**src/source/cci_shim_pkg.sv**
```systemverilog
package cci_shim_pkg;

    // ==============================
    // Request widths
    // ==============================

    // Channel 1 write data, scaled down from a full cache line
    localparam int DATA_BITS = 64;

    // Read header carries a 16-bit line address and an 8-bit tag
    localparam int C0_HDR_BITS = 24;

    // Channel 1 header is shared by writes and interrupts
    localparam int C1_HDR_BITS = 24;

    // One channel 0 FIFO slice holds the header and the read valid bit
    localparam int C0_TX_BITS = C0_HDR_BITS + 1;

    // One channel 1 FIFO slice holds header, data, write valid and interrupt valid
    localparam int C1_TX_BITS = C1_HDR_BITS + DATA_BITS + 2;

    // Both channels travel in a single FIFO entry
    localparam int TX_BITS = C0_TX_BITS + C1_TX_BITS;

    // ==============================
    // Buffer sizing and counters
    // ==============================

    localparam int N_ENTRIES = 8;

    // Almost-full is raised once this many slots or fewer are free
    localparam int THRESHOLD = 4;

    localparam int CNT_BITS = 16;

    // Occupancy runs from 0 to N_ENTRIES inclusive
    localparam int FILL_BITS = 4;

    // A channel 1 header is read either as a write header or as an interrupt
    // header, and the write valid or interrupt valid bit beside it picks the view
    typedef union packed {
        struct packed {
            logic [15:0] addr;
            logic [7:0]  tag;
        } wr;
        struct packed {
            logic [7:0]  vector;
            logic [15:0] rsvd;
        } ir;
    } c1_tx_hdr_t;

    // ==============================
    // APB register map
    // ==============================

    localparam int APB_ADDR_BITS = 5;

    // Bit 0 enables issue toward the host
    localparam logic [APB_ADDR_BITS-1:0] REG_CTRL    = 5'h00;
    localparam logic [APB_ADDR_BITS-1:0] REG_RD_CNT  = 5'h04;
    localparam logic [APB_ADDR_BITS-1:0] REG_WR_CNT  = 5'h08;
    localparam logic [APB_ADDR_BITS-1:0] REG_IRQ_CNT = 5'h0C;
    localparam logic [APB_ADDR_BITS-1:0] REG_FILL    = 5'h10;

endpackage
```
**src/source/cci_shim_subsys.sv**
```systemverilog
`timescale 1ns/10ps

module cci_shim_subsys
    import cci_shim_pkg::*;
(
    input  logic                     clk,
    input  logic                     rst_n,

    // Accelerator request side
    input  logic [C0_HDR_BITS-1:0]   afu_c0_tx_hdr,
    input  logic                     afu_c0_tx_rd_valid,
    input  c1_tx_hdr_t               afu_c1_tx_hdr,
    input  logic [DATA_BITS-1:0]     afu_c1_tx_data,
    input  logic                     afu_c1_tx_wr_valid,
    input  logic                     afu_c1_tx_ir_valid,
    output logic                     afu_tx_alm_full,

    // Host request side, no ready and only almost-full back-pressure
    output logic [C0_HDR_BITS-1:0]   host_c0_tx_hdr,
    output logic                     host_c0_tx_rd_valid,
    output c1_tx_hdr_t               host_c1_tx_hdr,
    output logic [DATA_BITS-1:0]     host_c1_tx_data,
    output logic                     host_c1_tx_wr_valid,
    output logic                     host_c1_tx_ir_valid,
    input  logic                     host_c0_tx_alm_full,
    input  logic                     host_c1_tx_alm_full,

    // Software register port
    input  logic                     psel,
    input  logic                     penable,
    input  logic                     pwrite,
    input  logic [APB_ADDR_BITS-1:0] paddr,
    input  logic [31:0]              pwdata,
    output logic [31:0]              prdata,
    output logic                     pready,
    output logic                     pslverr
);

    logic                 tx_deq;
    logic                 head_rd_valid;
    logic                 head_wr_valid;
    logic                 head_ir_valid;
    logic                 issue_en;
    logic [FILL_BITS-1:0] fill;
    logic [CNT_BITS-1:0]  rd_cnt;
    logic [CNT_BITS-1:0]  wr_cnt;
    logic [CNT_BITS-1:0]  irq_cnt;

    // Headers and data go straight from the buffer head to the host
    cci_shim_buffer_lockstep buffer_inst (
        .clk                 (clk),
        .rst_n               (rst_n),
        .afu_c0_tx_hdr       (afu_c0_tx_hdr),
        .afu_c0_tx_rd_valid  (afu_c0_tx_rd_valid),
        .afu_c1_tx_hdr       (afu_c1_tx_hdr),
        .afu_c1_tx_data      (afu_c1_tx_data),
        .afu_c1_tx_wr_valid  (afu_c1_tx_wr_valid),
        .afu_c1_tx_ir_valid  (afu_c1_tx_ir_valid),
        .afu_tx_alm_full     (afu_tx_alm_full),
        .deq                 (tx_deq),
        .fill                (fill),
        .host_c0_tx_hdr      (host_c0_tx_hdr),
        .host_c0_tx_rd_valid (head_rd_valid),
        .host_c1_tx_hdr      (host_c1_tx_hdr),
        .host_c1_tx_data     (host_c1_tx_data),
        .host_c1_tx_wr_valid (head_wr_valid),
        .host_c1_tx_ir_valid (head_ir_valid)
    );

    // Valids toward the host are the issue stage's, shown only when popped
    cci_shim_tx_issue issue_inst (
        .clk                 (clk),
        .rst_n               (rst_n),
        .head_rd_valid       (head_rd_valid),
        .head_wr_valid       (head_wr_valid),
        .head_ir_valid       (head_ir_valid),
        .host_c0_tx_alm_full (host_c0_tx_alm_full),
        .host_c1_tx_alm_full (host_c1_tx_alm_full),
        .issue_en            (issue_en),
        .deq                 (tx_deq),
        .issue_rd            (host_c0_tx_rd_valid),
        .issue_wr            (host_c1_tx_wr_valid),
        .issue_ir            (host_c1_tx_ir_valid),
        .rd_cnt              (rd_cnt),
        .wr_cnt              (wr_cnt),
        .irq_cnt             (irq_cnt)
    );

    cci_shim_csr_apb csr_inst (
        .clk                 (clk),
        .rst_n               (rst_n),
        .psel                (psel),
        .penable             (penable),
        .pwrite              (pwrite),
        .paddr               (paddr),
        .pwdata              (pwdata),
        .prdata              (prdata),
        .pready              (pready),
        .pslverr             (pslverr),
        .rd_cnt              (rd_cnt),
        .wr_cnt              (wr_cnt),
        .irq_cnt             (irq_cnt),
        .fill                (fill),
        .issue_en            (issue_en)
    );

endmodule

```
**src/source/cci_shim_csr_apb.sv**
```systemverilog
`timescale 1ns/10ps

module cci_shim_csr_apb
    import cci_shim_pkg::*;
(
    input  logic                     clk,
    input  logic                     rst_n,

    // APB completer, zero wait states
    input  logic                     psel,
    input  logic                     penable,
    input  logic                     pwrite,
    input  logic [APB_ADDR_BITS-1:0] paddr,
    input  logic [31:0]              pwdata,
    output logic [31:0]              prdata,
    output logic                     pready,
    output logic                     pslverr,

    // Status from the issue stage and buffer
    input  logic [CNT_BITS-1:0]      rd_cnt,
    input  logic [CNT_BITS-1:0]      wr_cnt,
    input  logic [CNT_BITS-1:0]      irq_cnt,
    input  logic [FILL_BITS-1:0]     fill,

    output logic                     issue_en
);

    logic access;
    logic addr_hit;
    logic ctrl_sel;
    logic ctrl_wr;

    // ==============================
    // Address decode
    // ==============================

    // Second cycle of a transfer, where data moves and the response is given
    assign access = psel && penable;

    always_comb begin
        case (paddr)
            REG_CTRL, REG_RD_CNT, REG_WR_CNT, REG_IRQ_CNT, REG_FILL: addr_hit = 1'b1;
            default:                                             addr_hit = 1'b0;
        endcase
    end

    assign ctrl_sel = (paddr == REG_CTRL);
    assign ctrl_wr  = access && pwrite && ctrl_sel;

    // Every transfer completes in its first access cycle
    assign pready = 1'b1;

    // Unknown addresses fail, and only the control register is writable
    assign pslverr = access && (!addr_hit || (pwrite && !ctrl_sel));

    // ==============================
    // Control register
    // ==============================

    always_ff @(posedge clk or negedge rst_n) begin
        if (!rst_n) begin
            issue_en <= 1'b0;
        end else if (ctrl_wr) begin
            issue_en <= pwdata[0];
        end
    end

    // ==============================
    // Read mux
    // ==============================

    // Read data is driven only during a read access, zero otherwise
    always_comb begin
        prdata = '0;
        if (access && !pwrite) begin
            case (paddr)
                REG_CTRL:    prdata = {31'b0, issue_en};
                REG_RD_CNT:  prdata = 32'(rd_cnt);
                REG_WR_CNT:  prdata = 32'(wr_cnt);
                REG_IRQ_CNT: prdata = 32'(irq_cnt);
                REG_FILL:    prdata = 32'(fill);
                default:     prdata = '0;
            endcase
        end
    end

endmodule

```
**src/source/cci_shim_tx_issue.sv**
```systemverilog
`timescale 1ns/10ps

module cci_shim_tx_issue
    import cci_shim_pkg::*;
(
    input  logic                clk,
    input  logic                rst_n,

    // Masked valids of the buffer head
    input  logic                head_rd_valid,
    input  logic                head_wr_valid,
    input  logic                head_ir_valid,

    input  logic                host_c0_tx_alm_full,
    input  logic                host_c1_tx_alm_full,
    input  logic                issue_en,

    // Pop toward the buffer and the valids presented to the host
    output logic                deq,
    output logic                issue_rd,
    output logic                issue_wr,
    output logic                issue_ir,

    output logic [CNT_BITS-1:0] rd_cnt,
    output logic [CNT_BITS-1:0] wr_cnt,
    output logic [CNT_BITS-1:0] irq_cnt
);

    logic                     head_any;
    logic                     host_open;
    logic [2:0]               cnt_inc;
    logic [2:0][CNT_BITS-1:0] cnt_q;

    // ==============================
    // Issue decision
    // ==============================

    assign head_any = head_rd_valid || head_wr_valid || head_ir_valid;

    // Either host channel being nearly full stalls both, since entries are atomic
    assign host_open = issue_en && !host_c0_tx_alm_full && !host_c1_tx_alm_full;

    assign deq = head_any && host_open;

    // A valid reaches the host only in the cycle that also pops it
    assign issue_rd = head_rd_valid && deq;
    assign issue_wr = head_wr_valid && deq;
    assign issue_ir = head_ir_valid && deq;

    // ==============================
    // Issue counters
    // ==============================

    assign cnt_inc = {issue_ir, issue_wr, issue_rd};

    always_ff @(posedge clk or negedge rst_n) begin
        if (!rst_n) begin
            cnt_q <= '0;
        end else begin
            for (int i = 0; i < 3; i++) begin
                // Counters stick at all ones instead of wrapping
                if (cnt_inc[i] && (cnt_q[i] != '1)) begin
                    cnt_q[i] <= cnt_q[i] + 1'b1;
                end
            end
        end
    end

    assign rd_cnt  = cnt_q[0];
    assign wr_cnt  = cnt_q[1];
    assign irq_cnt = cnt_q[2];

endmodule

```
**src/source/cci_shim_buffer_lockstep.sv**
```systemverilog
`timescale 1ns/10ps

module cci_shim_buffer_lockstep
    import cci_shim_pkg::*;
(
    input  logic                   clk,
    input  logic                   rst_n,

    // Raw requests from the accelerator
    input  logic [C0_HDR_BITS-1:0] afu_c0_tx_hdr,
    input  logic                   afu_c0_tx_rd_valid,
    input  c1_tx_hdr_t             afu_c1_tx_hdr,
    input  logic [DATA_BITS-1:0]   afu_c1_tx_data,
    input  logic                   afu_c1_tx_wr_valid,
    input  logic                   afu_c1_tx_ir_valid,
    output logic                   afu_tx_alm_full,

    // One pop moves both channels of the head entry
    input  logic                   deq,
    output logic [FILL_BITS-1:0]   fill,

    // Head entry, valids already masked while the buffer is empty
    output logic [C0_HDR_BITS-1:0] host_c0_tx_hdr,
    output logic                   host_c0_tx_rd_valid,
    output c1_tx_hdr_t             host_c1_tx_hdr,
    output logic [DATA_BITS-1:0]   host_c1_tx_data,
    output logic                   host_c1_tx_wr_valid,
    output logic                   host_c1_tx_ir_valid
);

    // ==============================
    // Entry packing
    // ==============================

    logic               enq_en;
    logic [TX_BITS-1:0] enq_data;
    logic [TX_BITS-1:0] head;
    logic               head_present;

    logic [C0_TX_BITS-1:0] head_c0;
    logic [C1_TX_BITS-1:0] head_c1;
    logic                  head_rd_valid;
    logic                  head_wr_valid;
    logic                  head_ir_valid;

    // Any valid on either channel claims an entry for both, keeping them aligned
    assign enq_en = afu_c0_tx_rd_valid || afu_c1_tx_wr_valid || afu_c1_tx_ir_valid;

    // Channel 0 slice sits in the upper bits, channel 1 below it
    assign enq_data = {
        afu_c0_tx_hdr,
        afu_c0_tx_rd_valid,
        afu_c1_tx_hdr,
        afu_c1_tx_data,
        afu_c1_tx_wr_valid,
        afu_c1_tx_ir_valid
    };

    cci_prim_fifo_lutram #(
        .N_DATA_BITS (TX_BITS),
        .N_ENTRIES   (N_ENTRIES),
        .THRESHOLD   (THRESHOLD)
    ) fifo_inst (
        .clk         (clk),
        .rst_n       (rst_n),
        .enq_data    (enq_data),
        .enq_en      (enq_en),
        .deq_en      (deq),
        .first       (head),
        .not_empty   (head_present),
        .not_full    (),
        .almost_full (afu_tx_alm_full),
        .fill        (fill)
    );

    // ==============================
    // Head unpacking
    // ==============================

    // Field order mirrors enq_data exactly
    assign head_c0 = head[TX_BITS-1 -: C0_TX_BITS];
    assign head_c1 = head[C1_TX_BITS-1:0];

    assign host_c0_tx_hdr = head_c0[C0_TX_BITS-1:1];
    assign head_rd_valid  = head_c0[0];

    assign host_c1_tx_hdr  = head_c1[C1_TX_BITS-1 -: C1_HDR_BITS];
    assign host_c1_tx_data = head_c1[DATA_BITS+1:2];
    assign head_wr_valid   = head_c1[1];
    assign head_ir_valid   = head_c1[0];

    // Stale memory contents must never look like a request
    assign host_c0_tx_rd_valid = head_rd_valid && head_present;
    assign host_c1_tx_wr_valid = head_wr_valid && head_present;
    assign host_c1_tx_ir_valid = head_ir_valid && head_present;

endmodule

```
**src/source/cci_prim_fifo_lutram.sv**
```systemverilog
`timescale 1ns/10ps

module cci_prim_fifo_lutram #(
    parameter int N_DATA_BITS = 32,
    parameter int N_ENTRIES   = 8,
    parameter int THRESHOLD   = 4
) (
    input  logic                               clk,
    input  logic                               rst_n,

    input  logic [N_DATA_BITS-1:0]             enq_data,
    input  logic                               enq_en,
    input  logic                               deq_en,

    // Head of the queue, valid whenever not_empty is set
    output logic [N_DATA_BITS-1:0]             first,
    output logic                               not_empty,
    output logic                               not_full,
    output logic                               almost_full,
    output logic [$clog2(N_ENTRIES+1)-1:0]     fill
);

    localparam int PTR_BITS = (N_ENTRIES > 1) ? $clog2(N_ENTRIES) : 1;
    localparam int CNT_W    = $clog2(N_ENTRIES + 1);

    // Storage maps onto distributed memory with an asynchronous read port
    logic [N_DATA_BITS-1:0] mem [N_ENTRIES];

    logic [PTR_BITS-1:0] wr_ptr;
    logic [PTR_BITS-1:0] rd_ptr;
    logic [CNT_W-1:0]    count;
    logic [CNT_W-1:0]    count_next;

    logic do_enq;
    logic do_deq;

    // A write into a full queue is lost, and a pop of an empty queue is ignored
    assign do_enq = enq_en && not_full;
    assign do_deq = deq_en && not_empty;

    assign not_empty = (count != '0);
    assign not_full  = (count != CNT_W'(N_ENTRIES));
    assign fill      = count;

    // First word is visible without a read request
    assign first = mem[rd_ptr];

    always_ff @(posedge clk) begin
        if (do_enq) begin
            mem[wr_ptr] <= enq_data;
        end
    end

    // Occupancy after this cycle's push and pop
    always_comb begin
        count_next = count;
        if (do_enq && !do_deq) begin
            count_next = count + 1'b1;
        end else if (!do_enq && do_deq) begin
            count_next = count - 1'b1;
        end
    end

    always_ff @(posedge clk or negedge rst_n) begin
        if (!rst_n) begin
            wr_ptr      <= '0;
            rd_ptr      <= '0;
            count       <= '0;
            almost_full <= 1'b0;
        end else begin
            count <= count_next;

            // Pointers wrap explicitly so any depth works
            if (do_enq) begin
                wr_ptr <= (wr_ptr == PTR_BITS'(N_ENTRIES - 1)) ? '0 : wr_ptr + 1'b1;
            end
            if (do_deq) begin
                rd_ptr <= (rd_ptr == PTR_BITS'(N_ENTRIES - 1)) ? '0 : rd_ptr + 1'b1;
            end

            // Free slots at or below THRESHOLD means occupancy at or above
            // N_ENTRIES - THRESHOLD, judged on the count being loaded now
            almost_full <= (count_next >= CNT_W'(N_ENTRIES - THRESHOLD));
        end
    end

endmodule

```
**config.mk**
```make
export PLATFORM = sky130hd
export DESIGN_NAME = cci_shim_subsys
export DESIGN_NICKNAME = d
export VERILOG_FILES = /design/src/source/cci_shim_pkg.sv /design/src/source/cci_shim_subsys.sv /design/src/source/cci_shim_csr_apb.sv /design/src/source/cci_shim_tx_issue.sv /design/src/source/cci_shim_buffer_lockstep.sv /design/src/source/cci_prim_fifo_lutram.sv
export SDC_FILE = /design/constraint.sdc
export NUM_CORES = 1
export LEC_CHECK = 0
export BUFFER_PORTS_ARGS = -buffer_cell sky130_fd_sc_hd__buf_2
export CORE_ASPECT_RATIO = 0.8
export CORE_MARGIN = 4
export CORE_UTILIZATION = 40
export CTS_CLUSTER_SIZE = 12
export DETAILED_ROUTE_END_ITERATION = 6
export GPL_ROUTABILITY_DRIVEN = 0
export HOLD_SLACK_MARGIN = 0.1
export PLACE_DENSITY_LB_ADDON = 0.25
export SYNTH_ARGS = -nofsm -noshare
export SYNTH_HDL_FRONTEND = slang
export SYNTH_SLANG_ARGS = --single-unit
```
**constraint.sdc**
```tcl
create_clock -name clk -period 11.4 [get_ports clk]
set_input_delay 0 -clock clk [delete_from_list [all_inputs] [get_ports clk]]
set_output_delay 0 -clock clk [all_outputs]
set_load 0.01 [all_outputs]
```
Yosys cells after proc, flatten, opt, wreduce, memory -nomap -nowiden
Memories as Yosys holds them, arrays and structs flattened.
Index checks and enable logic that the tools add are counted.

storage, ports and cells
  logic and storage cells = 73
  RAM bits = 920
  output and inout bits = 150
  memories kept = 1
  input bits = 159
  flip-flop bits (word level) = 60

cells by class
  $add $sub $neg = 7
  multiplexer cells = 9
  reductions and logical operators = 37
  magnitude comparators = 1
  equal/unequal tests = 10

memory list
  name                       depth  bits a word  rd ports  clocked after Yosys merged registers in  write ports  line                        RTL
  buffer_inst.fifo_inst.mem  8      115          1         0                                        1            cci_prim_fifo_lutram.sv:27  logic [N_DATA_BITS-1:0] mem [N_ENTRIES];

operators with widths
  operator                 number
  $pmux W16 S5             1
  $add A16 B1 Y16 const B  3
  $ne A16 B16 Y1 const B   3
  $mux W32                 1
  $logic_and A1 B1 Y1      22
  $eq A5 B4 Y1 const B     2
  $mux W4                  2
  $logic_not A1 Y1         7
  $add A3 B1 Y3 const B    2
  $eq A3 B3 Y1 const B     2
  $mux W3                  2
  $eq A5 B3 Y1 const B     1
  $eq A5 B5 Y1 const B     1
  $logic_not A5 Y1         1
  $logic_or A1 B1 Y1       5
  $reduce_or A5 Y1         1
  $add A4 B1 Y4 const B    1
  $ge A4 B3 Y1 const B     1
  $ne A4 B4 Y1 const B     1
  $reduce_bool A4 Y1       1
  $sub A4 B1 Y4 const B    1
  $mux W1                  3

Logic depth before layout (Yosys ltp)
  depth in word-level cells = 10
  mapped depth = 14

Modules after synthesis
Synthesis repeated with hierarchy kept, for this count alone.

unflattened totals
  cell total of the unflattened synthesis = 1,718
  area total of the unflattened synthesis = 38,618.3 um2

modules (own cells, without submodules)
  module                    cells each  area an instance (um2)  times used
  cci_prim_fifo_lutram      1,395       35,417.7                1
  cci_shim_tx_issue         221         2,436.1                 1
  cci_shim_csr_apb          98          739.5                   1
  cci_shim_buffer_lockstep  4           25.0                    1

Least setup slack after synthesis
Ideal clock, no wire load.

  path type = reg-to-reg
  start = register buffer_inst.fifo_inst.count[0], in the netlist buffer_inst.fifo_inst.fill[0]
  end = memory buffer_inst.fifo_inst.mem[1][0] (netlist name) (enable)
  stages on the path, launching flop included = 7
  period minus slack after synthesis = 9.907 ns
  library setup time = 0.730 ns
  slack = 1.493 ns
  path buffers = 0
  arrival = 9.177 ns
  path through = dfrtp_1 -> inv_1 -> ha_1 -> nor2b_1 -> a21oi_1 -> nand2_1 -> nor3_1

between the ends
  word-level cells in the longest chain between the ends = 4

ends and longest elaborated chain
  item                              line                        RTL
  start, declared                   cci_prim_fifo_lutram.sv:31  logic [CNT_W-1:0] count;
  start signal, assigned            cci_prim_fifo_lutram.sv:71  count <= count_next;
  $ne A4 B4 Y1                      cci_prim_fifo_lutram.sv:42  assign not_full = (count != CNT_W'(N_ENTRIES));
  $logic_and A1 B1 Y1               cci_prim_fifo_lutram.sv:38  assign do_enq = enq_en && not_full;
  via buffer_inst.fifo_inst.do_enq  cci_prim_fifo_lutram.sv:34  logic do_enq;
  $mux W1                           cci_prim_fifo_lutram.sv:49  if (do_enq) begin
  $mux W1 (implied by the code)     cci_prim_fifo_lutram.sv:50  mem[wr_ptr] <= enq_data;
  end, declared                     cci_prim_fifo_lutram.sv:27

The timed path passes the listed nets, and every way through them passes these cells.

Worst setup path in the final report
  start = register buffer_inst.fifo_inst.count[0], in the netlist buffer_inst.fifo_inst.fill[0]
  end = register buffer_inst.fifo_inst.almost_full

between the ends
  word-level cells in the longest chain between the ends = 10
  elaborated cells between the ends (all ways) = 19

ends and longest elaborated chain
  item                                                     line                                                            RTL
  $reduce_bool A4 Y1                                       cci_prim_fifo_lutram.sv:41                                      assign not_empty = (count != '0);
  $logic_and A1 B1 Y1 (on tied branches)                   cci_shim_buffer_lockstep.sv:93, cci_shim_buffer_lockstep.sv:94
  $logic_or A1 B1 Y1 (2 in series)                         cci_shim_tx_issue.sv:38                                         assign head_any = head_rd_valid || head_wr_valid || head_ir_valid;
  $logic_and A1 B1 Y1                                      cci_shim_tx_issue.sv:43                                         assign deq = head_any && host_open;
  $logic_and A1 B1 Y1                                      cci_prim_fifo_lutram.sv:39                                      assign do_deq = deq_en && not_empty;
  $logic_and A1 B1 Y1 or $logic_not A1 Y1 (tied branches)  cci_prim_fifo_lutram.sv:59, cci_prim_fifo_lutram.sv:57
  $mux W4 or $logic_and A1 B1 Y1 (tied branches)           cci_prim_fifo_lutram.sv:59, cci_prim_fifo_lutram.sv:57
  $mux W4 *                                                cci_prim_fifo_lutram.sv:57                                      if (do_enq && !do_deq) begin
  via buffer_inst.fifo_inst.count_next[3]                  cci_prim_fifo_lutram.sv:32                                      logic [CNT_W-1:0] count_next;
  $ge A4 B3 Y1 *                                           cci_prim_fifo_lutram.sv:83                                      almost_full <= (count_next >= CNT_W'(N_ENTRIES - THRESHOLD));
  end signal, assigned                                     cci_prim_fifo_lutram.sv:83
  end, declared                                            cci_prim_fifo_lutram.sv:19                                      output logic almost_full,

The timed path passes the listed nets; every way through them passes the cells marked *.
A chain may end at the register's enable or synchronous reset.

==> results by group <==
Hold path
  – Hold Path Cell Cnt: 2
  – Hold worst-path end: buffer_inst.fifo_inst.mem[1][4]
  – Hold crit path type: in2reg
  – Worst hold path startpoint: afu_c1_tx_data[2]

STA
  – Max Slew Vio Count: 0
  – Period Utilization, post-route: 0.378
  – Setup TNS: 0 ps
  – Relative slew slack: 0.286
  – Least-Margin Pin Slew: between 1000 and 1500 ps
  – Tmin final: ~4300 ps
  – Clk_skew: around 48 ps
  – Fin. Hold Viols: 0
  – Achievable Freq: approximately 230 MHz
  – Final setup viols: 0
  – Unrepaired setup endpoints after global routing: false
  – Final WS setup: between 7000 and 8000 ps

Yosys
  – Ys Warns: 0
  – Yosys reg bits: 980
  – Most frequent cell after synthesis: edfxtp_1
  – Most used flip-flop cell after synthesis: edfxtp_1
  – Post-Synth Adder-Cell Area: 0.00361
  – Mapped Cells: between 1500 and 2000
  – Post-synthesis sequential area ratio: 0.763
  – Post-synthesis xor/xnor area fraction: 0.00941
  – Syn Std Cell Area: about 38000 um2
  – Largest family of logic cells by synthesized area: multiplexers
  – Simple-gate share of the synthesized area: 0.0247
  – EDFF count, synth: 920
  – Synth top area share: 0.724
  – Multiplexer area fraction after synthesis: 0.177
  – Mean post-synth cell area: roughly 22 um2
  – Area leader, netlist: edfxtp_1
  – Commonest cells in the netlist: edfxtp_1 (920), mux4_2 (224), mux2_2 (136), dfrtp_1 (60), clkbuf_1 (38)
  – Synth area leaders: edfxtp_1 (72%), mux4_2 (13%), mux2_2 (4.0%)
  – FFs w/ async S/R, synth: 0.0612
  – Compound-Gate Fraction of Synth Area: 0.00787
  – Synth unique cells: between 40 and 50

Die
  – Full die area: 100000 um2
  – Die Wd: 353 um
  – Core area: about 95000 um2
  – # rows: slightly above 100
  – Starting Density: 0.403
  – Chip Height: approximately 280 um
  – I/O pins: between 300 and 400

Final layout
  – Ratio of cells with drive above 1 in the final layout: 0.349
  – Fillers: between 7000 and 8000
  – Seq. cell area: 29100 um2
  – Nets: roughly 2400
  – Layout area overhead: 19.5%
  – Area of the multi-input gates: 8600 um2

GRT
  – GR Overflow Total: 0
  – Vias in the first global route: slightly below 20000
  – Initial antenna violation count: 8
  – First-pass GRT wire length: 125000 um
  – Global-route usage over all layers: 0.163
  – Largest net degree at the start of global routing: 116

Power
  – Reg power frac: 0.457
  – Clk pwr share: 0.270
  – Pwr Density: approximately 250 nW/um2
  – Peak supply drop: roughly 0.16 mV
  – Switching Fraction: 0.291
  – Power Internal: 7.92 mW
  – Switching power: about 3.3 mW
  – Leak: ~15 nW
  – Combinational Power Share: 0.273

Worst setup path
  – Max Fanout on Critical Path: 11
  – CP Data Arrival Time: 4830 ps
  – Critical-path top delay cell: dlygate4sd3_1
  – Critical path, cell by cell: inv_1 > ha_1 > nor2b_1 > a2111oi_4 > dlygate4sd3_1 > and3_1 > or3_1 > inv_1 > ha_1 > nand2b_1 > o41ai_1 > xnor2_1 > or2_2
  – Worst EP required: around 12000 ps
  – CP max stage delay: 640 ps
  – Reg-to-Reg End: buffer_inst.fifo_inst.almost_full
  – Worst reg2reg path depth: 13
  – Critical path class: reg2reg
  – Worst setup startpoint: buffer_inst.fifo_inst.fill[0]
  – Critical path endpoint category: flop
  – RR Startpoint: buffer_inst.fifo_inst.fill[0]
  – Reg2Reg Setup Slack: 7090 ps
  – Worst Setup Start Kind: flop

CTS
  – Clock sink count: 980
  – Htree depth: 3
  – Clock Latency Late Sink: 690 ps
  – Clock Tree Buf Depth: 3
  – CTS buffer count: 101
  – Postcts setup bufs: 0
  – Root Buffer: clkbuf_16
  – CTS tree: done
  – Register clock-pin slew on the reported worst setup and hold paths: 60 ps

Place
  – Setup slack at placement: roughly 7300 ps
  – Hpwl dp: 44300 um
  – Port buffer count: 260

Detailed routing
  – Starting DRC count in detailed routing: ~1200
  – Final WL: about 80000 um
  – Drt wl/cell: 23.3 um
  – Vias: approximately 18000
  – First drt pass iteration count: 5
  – ANT nets after route: 0
  – Vias per inst: around 5.3
  – # DRC: 0

Run
  – Max-cap violations: 0

Outcome
  – Outcome: completed
-- layer usage --
layer  global-route usage  routed length, um
met1                0.221              35300
met4               0.0433               1700
met3               0.0392               4720
met5                    0                 55
met2                0.267              40200
-- worst max-delay path: cells and delay by family, from the launching register on --
kind	cells	cell delay, ps
buf+inv	3	800
compound gates	2	760
fa+ha+maj	2	480
xor+xnor	1	130
simple gates	5	1510
flops	1	490
-- layout make-up --
type / count / share of cell area
Antenna cell: 4 / 0.000220
Multi-Input combinational cell: 666 / 0.189
Timing Repair Buffer: 460 / 0.0711
Clock inverter: 31 / 0.00662
Clock buffer: 134 / 0.0593
Inverter: 11 / 0.000906
Tap cell: 1236 / 0.0339
Sequential cell: 980 / 0.639
-- state kept, by name (all words and copies together) (netlist names), named ones only --
signal	count
buffer_inst.fifo_inst.mem	920
issue_inst.irq_cnt	16
issue_inst.rd_cnt	16
issue_inst.wr_cnt	16
buffer_inst.fifo_inst.fill	3
buffer_inst.fifo_inst.rd_ptr	3
buffer_inst.fifo_inst.wr_ptr	3
buffer_inst.fifo_inst.almost_full	1
csr_inst.issue_en	1
-- metrics by stage --
step                      cell area, um2  instances  hold WS [ps]   util  power (mW)
final                              45600       3522           144  0.481        11.2
after CTS                          45600       3518           102  0.481        11.4
after detailed placement           40900       3183           234  0.431        8.31
after global routing               45600       3519           124  0.481        11.8
after global placement             40900       3183           216  0.431        8.25
after floorplan                    38200       1754          -296      -        7.28
-- how the worst max path moves through the flow --
stage | end | slack (ps) | cells after the start
floorplan | buffer_inst.fifo_inst.mem[1][0] | 1490 | 6
global route | host_c1_tx_data[50] | 6690 | 5
finish | buffer_inst.fifo_inst.almost_full | 7090 | 13
global placement | buffer_inst.fifo_inst.mem[6][106] | 7300 | 7
detailed placement | buffer_inst.fifo_inst.mem[6][78] | 7300 | 7
CTS | host_c0_tx_hdr[19] | 6870 | 5
-- kinds of logic after synthesis --
group / after synthesis
AO/OA/AOI/OAI: 38
XOR/XNOR: 41
adder cells (fa/ha/maj): 11
buffers and inverters: 108
flip-flops: 980
multiplexers: 375
other: 2
AND/OR/NAND/NOR: 184
-- what timing repair did --
action | CTS | global route
hold endpoints to repair | 993 | 0
resized for setup | 0 | 0
hold buffers | 170 | 0
-- cell usage in the layout, fill, tap and decap left out, types with 5 or more instances in the layout --
cell | Yosys | final
edfxtp_1 | 920 | 920
buf_2 | 26 | 260
mux4_2 | 224 | 224
dlygate4sd3_1 | 0 | 170
mux2_2 | 136 | 136
clkbuf_16 | 0 | 102
dfrtp_1 | 60 | 57
nand2_1 | 37 | 37
nor2_1 | 37 | 31
nand3_1 | 29 | 29
clkbuf_1 | 38 | 29
buf_4 | 18 | 29
xnor2_1 | 24 | 24
a22oi_1 | 17 | 17
and3_1 | 17 | 17
xor2_1 | 17 | 17
conb_1 | 2 | 17
nor3_1 | 17 | 15
mux2i_1 | 12 | 12
nand4_1 | 12 | 12
clkinv_1 | 0 | 12
ha_1 | 11 | 11
inv_1 | 10 | 10
clkinv_2 | 0 | 9
nand2b_1 | 8 | 8
nor4_1 | 6 | 6
nor2_4 | 0 | 6
nor2b_1 | 5 | 5
-- power by group through the flow --
| stage | sequential [mW] | clock (mW) | combinational (mW) |
|---|---|---|---|
| final | 5.11 | 3.01 | 3.05 |
| after global routing | 5.19 | 3.26 | 3.32 |
| after CTS | 5.13 | 3.11 | 3.17 |
| after detailed placement | 5.20 | 0 | 3.11 |
| after global placement | 5.15 | 0 | 3.10 |
| after floorplan | 5.21 | 0 | 2.07 |
(Power assumes the default switching activity.)
